**src/include/sum_kernel_config.svh**
```systemverilog
//////////////////////////////////////////////////////////////////////
// build-time constants for the sum kernel
// widths, adder depth and queue sizing, included by the package and
// by any block that sizes logic from these values
//////////////////////////////////////////////////////////////////////

`ifndef SUM_KERNEL_CONFIG_SVH
`define SUM_KERNEL_CONFIG_SVH

// vertex and edge values, and their sums
`define SK_DATA_W 32

// destination vertex index
`define SK_INDEX_W 16

// out-degree and response counter
`define SK_DEGREE_W 16

// fixed-point adder stages
`define SK_SUM_DELAY 4

// retry queue and write buffer
`define SK_BUFFER_DEPTH 16
`define SK_ALFULL_MARGIN 4

`endif

```
**src/rtl/sum_kernel_pkg.sv**
```systemverilog
//////////////////////////////////////////////////////////////////////
// shared types of the sum kernel
// vector typedefs sized from the config header, plus the state type
// of the write-issue merge
//////////////////////////////////////////////////////////////////////

`default_nettype none

`include "sum_kernel_config.svh"

package sum_kernel_pkg;

	// vertex value, edge value or sum
	typedef logic [`SK_DATA_W-1:0] edge_value_t;

	// destination vertex of a write
	typedef logic [`SK_INDEX_W-1:0] vertex_index_t;

	// out-degree, also the width of the response count
	typedef logic [`SK_DEGREE_W-1:0] degree_t;

	// source of the merge slot in front of the write buffer
	typedef enum logic {
		ISSUE_PIPE,
		ISSUE_RETRY
	} issue_state_t;

endpackage

`default_nettype wire

```
**src/rtl/retry_if.sv**
```systemverilog
//////////////////////////////////////////////////////////////////////
// head of the retry queue as seen by the write-issue block
// the producer shows the head while valid, the consumer strobes take
// for one cycle to pop it
//////////////////////////////////////////////////////////////////////

`default_nettype none

interface retry_if;

	logic                          valid;
	sum_kernel_pkg::vertex_index_t index;
	sum_kernel_pkg::edge_value_t   data;
	logic                          take;

	modport producer (
		output valid,
		output index,
		output data,
		input  take
	);

	// take only while valid is high
	modport consumer (
		input  valid,
		input  index,
		input  data,
		output take
	);

endinterface

`default_nettype wire

```
**src/rtl/sync_fifo.sv**
```systemverilog
//////////////////////////////////////////////////////////////////////
// synchronous FIFO with a registered occupancy count
// head is shown on data_out whenever not empty; push while full and
// pop while empty are dropped
//////////////////////////////////////////////////////////////////////

`default_nettype none

module sync_fifo #(
	parameter int WIDTH         = 8,
	parameter int DEPTH         = 16,
	parameter int ALFULL_MARGIN = 4
) (
	input  logic             clock,
	input  logic             rstn,
	input  logic             push,
	input  logic [WIDTH-1:0] data_in,
	input  logic             pop,
	output logic [WIDTH-1:0] data_out,
	output logic             full,
	output logic             alfull,
	output logic             empty
);

	localparam int AW           = (DEPTH > 1) ? $clog2(DEPTH) : 1;
	localparam int CW           = $clog2(DEPTH + 1);
	localparam int ALFULL_LEVEL = DEPTH - ALFULL_MARGIN;

	logic [WIDTH-1:0] mem [DEPTH];
	logic [AW-1:0]    wr_ptr;
	logic [AW-1:0]    rd_ptr;
	logic [CW-1:0]    count;
	logic             do_push;
	logic             do_pop;

	assign do_push  = push && !full;
	assign do_pop   = pop && !empty;

	assign full     = (count == CW'(DEPTH));
	assign empty    = (count == '0);
	assign alfull   = (count >= CW'(ALFULL_LEVEL));
	assign data_out = mem[rd_ptr];

	// pointers wrap at DEPTH so any depth works
	always_ff @(posedge clock or negedge rstn) begin
		if (!rstn) begin
			wr_ptr <= '0;
			rd_ptr <= '0;
			count  <= '0;
		end else begin
			if (do_push)
				wr_ptr <= (wr_ptr == AW'(DEPTH - 1)) ? '0 : wr_ptr + AW'(1);
			if (do_pop)
				rd_ptr <= (rd_ptr == AW'(DEPTH - 1)) ? '0 : rd_ptr + AW'(1);
			if (do_push && !do_pop)
				count <= count + CW'(1);
			else if (do_pop && !do_push)
				count <= count - CW'(1);
		end
	end

	always_ff @(posedge clock) begin
		if (do_push)
			mem[wr_ptr] <= data_in;
	end

endmodule

`default_nettype wire

```
**src/rtl/edge_sum_pipe.sv**
```systemverilog
//////////////////////////////////////////////////////////////////////
// fixed-delay sum of vertex value and edge value
// each accepted edge is latched once, then its sum travels through
// SK_SUM_DELAY adder stages together with its index and valid bit
//////////////////////////////////////////////////////////////////////

`default_nettype none

`include "sum_kernel_config.svh"

module edge_sum_pipe (
	input  logic                          clock,
	input  logic                          rstn,
	input  logic                          enable,
	input  logic                          vertex_valid,
	input  sum_kernel_pkg::edge_value_t   vertex_data,
	input  logic                          edge_valid,
	input  sum_kernel_pkg::vertex_index_t edge_index,
	input  sum_kernel_pkg::edge_value_t   edge_data,
	output logic                          sum_valid,
	output sum_kernel_pkg::vertex_index_t sum_index,
	output sum_kernel_pkg::edge_value_t   sum_data
);

	localparam int SUM_DELAY = `SK_SUM_DELAY;

	// input latch
	logic                          in_valid;
	sum_kernel_pkg::vertex_index_t in_index;
	sum_kernel_pkg::edge_value_t   in_data;
	sum_kernel_pkg::edge_value_t   in_vertex;

	// adder stages, index 0 does the add
	logic [SUM_DELAY-1:0]          stage_valid;
	sum_kernel_pkg::vertex_index_t stage_index [SUM_DELAY];
	sum_kernel_pkg::edge_value_t   stage_sum   [SUM_DELAY];

	//////////////////////////////////////////////////////////////////////
	// valid bits, flushed whenever enable drops
	//////////////////////////////////////////////////////////////////////

	always_ff @(posedge clock or negedge rstn) begin
		if (!rstn) begin
			in_valid    <= 1'b0;
			stage_valid <= '0;
		end else if (!enable) begin
			in_valid    <= 1'b0;
			stage_valid <= '0;
		end else begin
			in_valid       <= vertex_valid && edge_valid;
			stage_valid[0] <= in_valid;
			for (int i = 1; i < SUM_DELAY; i++)
				stage_valid[i] <= stage_valid[i-1];
		end
	end

	//////////////////////////////////////////////////////////////////////
	// payload, qualified by the valid bits above
	//////////////////////////////////////////////////////////////////////

	always_ff @(posedge clock) begin
		in_index  <= edge_index;
		in_data   <= edge_data;
		in_vertex <= vertex_data;

		// wraps at SK_DATA_W bits
		stage_sum[0]   <= in_vertex + in_data;
		stage_index[0] <= in_index;
		for (int i = 1; i < SUM_DELAY; i++) begin
			stage_sum[i]   <= stage_sum[i-1];
			stage_index[i] <= stage_index[i-1];
		end
	end

	assign sum_valid = stage_valid[SUM_DELAY-1];
	assign sum_index = stage_index[SUM_DELAY-1];
	assign sum_data  = stage_sum[SUM_DELAY-1];

endmodule

`default_nettype wire

```
**src/rtl/retry_capture.sv**
```systemverilog
//////////////////////////////////////////////////////////////////////
// write response handling
// NLOCK responses are queued for reissue and their head is offered on
// the retry interface; successful ones count toward vertex_done
//////////////////////////////////////////////////////////////////////

`default_nettype none

`include "sum_kernel_config.svh"

module retry_capture (
	input  logic                          clock,
	input  logic                          rstn,
	input  logic                          resp_valid,
	input  logic                          resp_nlock,
	input  sum_kernel_pkg::vertex_index_t resp_index,
	input  sum_kernel_pkg::edge_value_t   resp_data,
	input  sum_kernel_pkg::degree_t       vertex_out_degree,
	output logic                          vertex_done,
	retry_if.producer                     retry
);

	localparam int ENTRY_W = $bits(sum_kernel_pkg::vertex_index_t)
		+ $bits(sum_kernel_pkg::edge_value_t);

	logic                          nlock_valid;
	sum_kernel_pkg::vertex_index_t nlock_index;
	sum_kernel_pkg::edge_value_t   nlock_data;
	logic [ENTRY_W-1:0]            queue_head;
	logic                          queue_empty;
	logic                          resp_ok;
	sum_kernel_pkg::degree_t       resp_count;

	assign resp_ok = resp_valid && !resp_nlock;

	// refused write, held one cycle before it enters the queue
	always_ff @(posedge clock or negedge rstn) begin
		if (!rstn)
			nlock_valid <= 1'b0;
		else
			nlock_valid <= resp_valid && resp_nlock;
	end

	always_ff @(posedge clock) begin
		nlock_index <= resp_index;
		nlock_data  <= resp_data;
	end

	sync_fifo #(
		.WIDTH        (ENTRY_W),
		.DEPTH        (`SK_BUFFER_DEPTH),
		.ALFULL_MARGIN(`SK_ALFULL_MARGIN)
	) u_retry_queue (
		.clock   (clock),
		.rstn    (rstn),
		.push    (nlock_valid),
		.data_in ({nlock_index, nlock_data}),
		.pop     (retry.take),
		.data_out(queue_head),
		.full    (),
		.alfull  (),
		.empty   (queue_empty)
	);

	assign retry.valid               = !queue_empty;
	assign {retry.index, retry.data} = queue_head;

	//////////////////////////////////////////////////////////////////////
	// job completion
	//////////////////////////////////////////////////////////////////////

	// a zero count never completes, so a zero out-degree stays quiet
	always_ff @(posedge clock or negedge rstn) begin
		if (!rstn) begin
			resp_count  <= '0;
			vertex_done <= 1'b0;
		end else if (resp_count != '0 && resp_count == vertex_out_degree) begin
			vertex_done <= 1'b1;
			resp_count  <= resp_ok ? sum_kernel_pkg::degree_t'(1) : '0;
		end else begin
			vertex_done <= 1'b0;
			if (resp_ok)
				resp_count <= resp_count + sum_kernel_pkg::degree_t'(1);
		end
	end

endmodule

`default_nettype wire

```
**src/rtl/write_issue.sv**
```systemverilog
//////////////////////////////////////////////////////////////////////
// merge of pipeline sums and retries into the write buffer
// pipeline sums always win the merge slot; the buffer head is
// registered onto the bus and popped by bus_grant
//////////////////////////////////////////////////////////////////////

`default_nettype none

`include "sum_kernel_config.svh"

module write_issue (
	input  logic                          clock,
	input  logic                          rstn,
	input  logic                          sum_valid,
	input  sum_kernel_pkg::vertex_index_t sum_index,
	input  sum_kernel_pkg::edge_value_t   sum_data,
	input  logic                          bus_grant,
	output logic                          bus_request,
	output logic                          write_valid,
	output sum_kernel_pkg::vertex_index_t write_index,
	output sum_kernel_pkg::edge_value_t   write_data,
	output logic                          buffer_alfull,
	retry_if.consumer                     retry
);

	localparam int ENTRY_W = $bits(sum_kernel_pkg::vertex_index_t)
		+ $bits(sum_kernel_pkg::edge_value_t);
	// room for the input latch, adder stages, merge slot and edge_request lag
	localparam int BUFFER_MARGIN = `SK_ALFULL_MARGIN + `SK_SUM_DELAY + 3;

	sum_kernel_pkg::issue_state_t  issue_state;
	sum_kernel_pkg::issue_state_t  issue_next;
	logic                          pipe_valid;
	sum_kernel_pkg::vertex_index_t pipe_index;
	sum_kernel_pkg::edge_value_t   pipe_data;
	sum_kernel_pkg::vertex_index_t retry_index;
	sum_kernel_pkg::edge_value_t   retry_data;
	logic                          buffer_push;
	logic                          buffer_pop;
	logic [ENTRY_W-1:0]            buffer_data_in;
	logic [ENTRY_W-1:0]            buffer_head;
	logic                          buffer_full;
	logic                          buffer_empty;

	//////////////////////////////////////////////////////////////////////
	// merge slot
	//////////////////////////////////////////////////////////////////////

	always_comb begin
		issue_next = sum_kernel_pkg::ISSUE_PIPE;
		if (!sum_valid && retry.valid && !buffer_alfull)
			issue_next = sum_kernel_pkg::ISSUE_RETRY;
	end

	assign retry.take = (issue_next == sum_kernel_pkg::ISSUE_RETRY);

	always_ff @(posedge clock or negedge rstn) begin
		if (!rstn) begin
			issue_state <= sum_kernel_pkg::ISSUE_PIPE;
			pipe_valid  <= 1'b0;
		end else begin
			issue_state <= issue_next;
			pipe_valid  <= sum_valid;
		end
	end

	always_ff @(posedge clock) begin
		pipe_index <= sum_index;
		pipe_data  <= sum_data;
		if (retry.take) begin
			retry_index <= retry.index;
			retry_data  <= retry.data;
		end
	end

	// pipe_valid and ISSUE_RETRY never coincide
	assign buffer_push    = pipe_valid || (issue_state == sum_kernel_pkg::ISSUE_RETRY);
	assign buffer_data_in = (issue_state == sum_kernel_pkg::ISSUE_RETRY)
		? {retry_index, retry_data} : {pipe_index, pipe_data};

	sync_fifo #(
		.WIDTH        (ENTRY_W),
		.DEPTH        (`SK_BUFFER_DEPTH),
		.ALFULL_MARGIN(BUFFER_MARGIN)
	) u_write_buffer (
		.clock   (clock),
		.rstn    (rstn),
		.push    (buffer_push),
		.data_in (buffer_data_in),
		.pop     (buffer_pop),
		.data_out(buffer_head),
		.full    (buffer_full),
		.alfull  (buffer_alfull),
		.empty   (buffer_empty)
	);

	//////////////////////////////////////////////////////////////////////
	// bus side
	//////////////////////////////////////////////////////////////////////

	assign buffer_pop = bus_grant && bus_request;

	// drop request for one cycle after a grant so the next head can settle
	always_ff @(posedge clock or negedge rstn) begin
		if (!rstn)
			bus_request <= 1'b0;
		else if (buffer_pop)
			bus_request <= 1'b0;
		else
			bus_request <= !buffer_empty;
	end

	always_ff @(posedge clock) begin
		{write_index, write_data} <= buffer_head;
	end

	assign write_valid = bus_request;

endmodule

`default_nettype wire

```
**src/rtl/sum_kernel_top.sv**
```systemverilog
//////////////////////////////////////////////////////////////////////
// sum kernel top level
// edges in, sums out as bus writes, NLOCK responses reissued, and a
// vertex_done pulse once the out-degree is answered
//////////////////////////////////////////////////////////////////////

`default_nettype none

module sum_kernel_top (
	input  logic                          clock,
	input  logic                          rstn,
	input  logic                          enable,
	input  logic                          vertex_valid,
	input  sum_kernel_pkg::edge_value_t   vertex_data,
	input  sum_kernel_pkg::degree_t       vertex_out_degree,
	input  logic                          edge_valid,
	input  sum_kernel_pkg::vertex_index_t edge_index,
	input  sum_kernel_pkg::edge_value_t   edge_data,
	input  logic                          resp_valid,
	input  logic                          resp_nlock,
	input  sum_kernel_pkg::vertex_index_t resp_index,
	input  sum_kernel_pkg::edge_value_t   resp_data,
	input  logic                          bus_grant,
	output logic                          edge_request,
	output logic                          bus_request,
	output logic                          write_valid,
	output sum_kernel_pkg::vertex_index_t write_index,
	output sum_kernel_pkg::edge_value_t   write_data,
	output logic                          vertex_done
);

	logic                          sum_valid;
	sum_kernel_pkg::vertex_index_t sum_index;
	sum_kernel_pkg::edge_value_t   sum_data;
	logic                          buffer_alfull;

	retry_if retry_bus ();

	edge_sum_pipe u_edge_sum_pipe (
		.clock       (clock),
		.rstn        (rstn),
		.enable      (enable),
		.vertex_valid(vertex_valid),
		.vertex_data (vertex_data),
		.edge_valid  (edge_valid),
		.edge_index  (edge_index),
		.edge_data   (edge_data),
		.sum_valid   (sum_valid),
		.sum_index   (sum_index),
		.sum_data    (sum_data)
	);

	retry_capture u_retry_capture (
		.clock            (clock),
		.rstn             (rstn),
		.resp_valid       (resp_valid),
		.resp_nlock       (resp_nlock),
		.resp_index       (resp_index),
		.resp_data        (resp_data),
		.vertex_out_degree(vertex_out_degree),
		.vertex_done      (vertex_done),
		.retry            (retry_bus.producer)
	);

	write_issue u_write_issue (
		.clock        (clock),
		.rstn         (rstn),
		.sum_valid    (sum_valid),
		.sum_index    (sum_index),
		.sum_data     (sum_data),
		.bus_grant    (bus_grant),
		.bus_request  (bus_request),
		.write_valid  (write_valid),
		.write_index  (write_index),
		.write_data   (write_data),
		.buffer_alfull(buffer_alfull),
		.retry        (retry_bus.consumer)
	);

	// edge throttle, the pipeline itself cannot stall
	always_ff @(posedge clock or negedge rstn) begin
		if (!rstn)
			edge_request <= 1'b0;
		else
			edge_request <= enable && !buffer_alfull;
	end

endmodule

`default_nettype wire

```
**config.mk**
```make
export PLATFORM = sky130hd
export DESIGN_NAME = sum_kernel_top
export DESIGN_NICKNAME = d
export VERILOG_FILES = /design/src/rtl/sum_kernel_pkg.sv /design/src/rtl/retry_if.sv /design/src/rtl/sync_fifo.sv /design/src/rtl/edge_sum_pipe.sv /design/src/rtl/retry_capture.sv /design/src/rtl/write_issue.sv /design/src/rtl/sum_kernel_top.sv
export VERILOG_INCLUDE_DIRS = /design/src /design/src/include
export SDC_FILE = /design/constraint.sdc
export NUM_CORES = 2
export LEC_CHECK = 0
export BUFFER_PORTS_ARGS = -buffer_cell sky130_fd_sc_hd__buf_2
export CORE_ASPECT_RATIO = 2
export CORE_MARGIN = 2
export CORE_UTILIZATION = 40
export CTS_CLUSTER_DIAMETER = 200
export CTS_CLUSTER_SIZE = 12
export DETAILED_ROUTE_END_ITERATION = 10
export PLACE_DENSITY_LB_ADDON = 0.15
export SLEW_MARGIN = 25
export SYNTH_ARGS = -nofsm -noshare
export SYNTH_HDL_FRONTEND = slang
export SYNTH_SLANG_ARGS = --single-unit
```
**constraint.sdc**
```tcl
create_clock -name clock -period 9.6 [get_ports clock]
set_input_delay 1.92 -clock clock [delete_from_list [all_inputs] [get_ports clock]]
set_output_delay 1.92 -clock clock [all_outputs]
set_load 0.05 [all_outputs]
```
==> reports/qor.txt <==
Outcome: completed
Die Y: 610 µm
Critical-path cell list: buf_12, buf_12, mux2_2, o21ai_0, a21oi_1, a22oi_1, nand2_1
Fin crit share: 0.386
Max_cap viols: 0
Switching fraction of total power: 0.311
DRC: 0
Worst hold slack: 0.305 ns
P&R area growth vs syn: 13.1%
H-Tree Depth: 4
Die X-Extent: 307 µm
TNS Setup: 0 ns
Area of the core: 183000 µm²
Row Count: 222
Num Clock Sinks: 2053
Critical Path Fanout Max: 115
PnR worst setup slack: 5.89 ns
Net Sw Power: 0.00768 W
Initial Util: 0.402
Sequential area share after synthesis: 0.779
Reg clk slew, reported paths: 0.06 ns
VDD IR max: 0.199 mV
Worst hold path class: reg -> reg
Post-synth top area share: 0.647
Setup CP Type: reg -> reg
Initial antenna violation count: 9
Routed WL per cell: 26.9 µm
Share of cells above drive strength 1: 0.202
Pwr Density: 297 nW/µm²
Logic pwr share: 0.250
Seq pwr share: 0.465
Syn Inst Count: 3920
Area of the die: 187000 µm²
Fillers: 15700
Number of global-route vias before repair: 38300
Cell leakage power: 28.1 nW
First-pass GRT wire length: 259000 µm
IO buf count: 203
Clk buf depth: 4
Post-route ant nets: 0
Final Hold Viols: 0
Largest net degree at the start of global routing: 116
Post-synth top area cell: edfxtp_1
Period minus WS final: 3.71 ns
Clock Power Share: 0.284
Pint: 0.0170 W
CP endpoint kind: flip-flop
CTS tree: yes
Worst slack, placed: 5.53 ns
1st-iter DRT viols: 2671
Number of synthesized flops with an enable pin: 1584
Root Buffer: clkbuf_16
CP max stage delay: 0.92 ns
Nature of the critical path startpoint: flip-flop
Final Wtd Congestion: 0.749
Avg Cell Area, Syn: 18.7 µm²
Yosys warns: 0
Crit path required time: 10.28 ns
Most frequent CP cell: buf_12
Nets@finish: 4422
Ys flop type: edfxtp_1
CTS Buf Count: 197
Via count: 36200
RSZ-0062 raised after global routing: false
Gr ovfl total: 0
Synth area leaders: edfxtp_1, dfxtp_1, mux4_2
Post-synthesis instance area: 73500 µm²
Crit-path leading delay family: buffers and inverters
Final setup violation count: 0
CP arrival: 4.39 ns
Buf/Inv on CP: 2
F_max: 270 MHz
IO Pins: 204
Drt first pass iters: 5
Total setup buffers inserted after CTS: 0
Critical path's slowest cell: dfrtp_4
Routed WL: 181000 µm
HPWL Detailed: 97700 µm
Worst Tran Pin Value: 1.06 ns
Register bit total from synthesis: 2053
Tot GR Track Use: 0.192
Placed Instances: 6369
Non-filler cells, final: 6726
Clock Skew: 0.0555 ns
Slew margin rel.: 0.292
Most frequent cells in the layout: edfxtp_1, dfxtp_1, mux2i_1
Count of cells resized by post-cts repair: 0
Synth async-reset ratio: 0.0258
Commonest non-fill, non-tap cell in the layout: edfxtp_1
Pins Over Slew Limit: 0
Cts-stage hold buffer count: 0
Net count after synthesis: 4126
Skew-Pair Late Insertion Delay: 0.85 ns
Routed vias/inst: 5.37
Unique cell type count in the Yosys netlist: 62
routing by layer:
| layer | up-vias | global-route usage | wire length, µm |
|---|---|---|---|
| met5 | - | 0 | 0 |
| met4 | 0 | 0.0706 | 6430 |
| met3 | 320 | 0.0233 | 6420 |
| met2 | 761 | 0.358 | 97900 |
| met1 | 19000 | 0.223 | 70000 |
| li1 | 16100 | - | - |
logic make-up after synthesis:
logic type	share of synthesized area
AND/OR/NAND/NOR	0.0189
adder cells (fa/ha/maj)	0.00950
buffers and inverters	0.0115
AO/OA/AOI/OAI	0.0527
XOR/XNOR	0.00810
multiplexers	0.121
flip-flops	0.779
worst register-to-register path: stages (launching register included):
cell and delay [ns]:
dfrtp_4 0.92, buf_12 0.60, buf_12 0.89, mux2_2 0.51, o21ai_0 0.25, a21oi_1 0.09
a22oi_1 0.22, nand2_1 0.09
per-stage QoR:
| step | utilization | power, W | area, µm² |
|---|---|---|---|
| floorplan | - | 0.0157 | 73500 |
| global placement | 0.424 | 0.0179 | 77500 |
| CTS | 0.455 | 0.0250 | 83100 |
| finish | 0.455 | 0.0247 | 83200 |
| detailed placement | 0.424 | 0.0180 | 77600 |
| global route | 0.455 | 0.0258 | 83100 |
path summary, 6_finish.rpt:
check                                                  startpoint                                       to  slack, ns  cells after the start
setup / recovery           u_write_issue.u_write_buffer.rd_ptr[0]             u_write_issue.write_data[25]       5.89                      7
hold / removal                   u_edge_sum_pipe.stage_sum[3][10]              u_write_issue.pipe_data[10]       0.31                      0
setup reg to reg           u_write_issue.u_write_buffer.rd_ptr[0]             u_write_issue.write_data[25]       5.89                      7
hold reg to reg                  u_edge_sum_pipe.stage_sum[3][10]              u_write_issue.pipe_data[10]       0.31                      0
max in group asynchronous                                    rstn  u_retry_capture.u_retry_queue.rd_ptr[0]       7.73                      2
min in group asynchronous                                    rstn           u_retry_capture.resp_count[14]       1.24                      2
synth_stat cells (6+ instances only):
| cell | n |
|---|---|
| a21o_1 | 16 |
| a21oi_1 | 129 |
| a221oi_1 | 98 |
| a22oi_1 | 98 |
| and2_1 | 22 |
| and3_1 | 6 |
| buf_1 | 29 |
| buf_2 | 44 |
| clkbuf_1 | 107 |
| dfrtp_1 | 53 |
| dfxtp_1 | 416 |
| edfxtp_1 | 1584 |
| ha_1 | 51 |
| inv_1 | 24 |
| mux2_2 | 148 |
| mux2i_1 | 289 |
| mux4_2 | 192 |
| nand2_1 | 142 |
| nand2b_1 | 7 |
| nand3_1 | 17 |
| nand4_1 | 12 |
| nor2_1 | 48 |
| nor3_1 | 17 |
| nor4_1 | 6 |
| o21ai_0 | 217 |
| o21bai_1 | 8 |
| xnor2_1 | 36 |
| xor2_1 | 32 |
power groups by stage:
stage | Combinational [W] | Clock (W) | Sequential [W]
2_1_floorplan | 0.00408 | 0 | 0.0116
3_3_place_gp | 0.00624 | 0 | 0.0117
3_5_place_dp | 0.00629 | 0 | 0.0117
4_1_cts | 0.00630 | 0.00723 | 0.0115
5_1_grt | 0.00670 | 0.00754 | 0.0116
6_report | 0.00618 | 0.00702 | 0.0115
flip-flops by register name, summed over array words and instances (netlist names), 32 cells and up:
register                           count
u_edge_sum_pipe.in_data               32
u_write_issue.u_write_buffer.mem     768
u_retry_capture.nlock_data            32
u_write_issue.pipe_data               32
u_retry_capture.u_retry_queue.mem    768
u_edge_sum_pipe.stage_sum            128
u_edge_sum_pipe.in_vertex             32
u_write_issue.write_data              32
u_write_issue.retry_data              32
u_edge_sum_pipe.stage_index           64
final cells by class:
class,instances,area (µm²),share of cell area
clock buffers,344,5500,0.0662
diodes,8,20.0,0.000241
multi-input cells,1660,15600,0.188
flip-flops and latches,2053,57200,0.688
repair buffers,280,1690,0.0203
well taps,2352,2940,0.0354
clock inverters,5,53.8,0.000647
inverters,24,90.1,0.00108
Power figures use the tool's default switching activity.
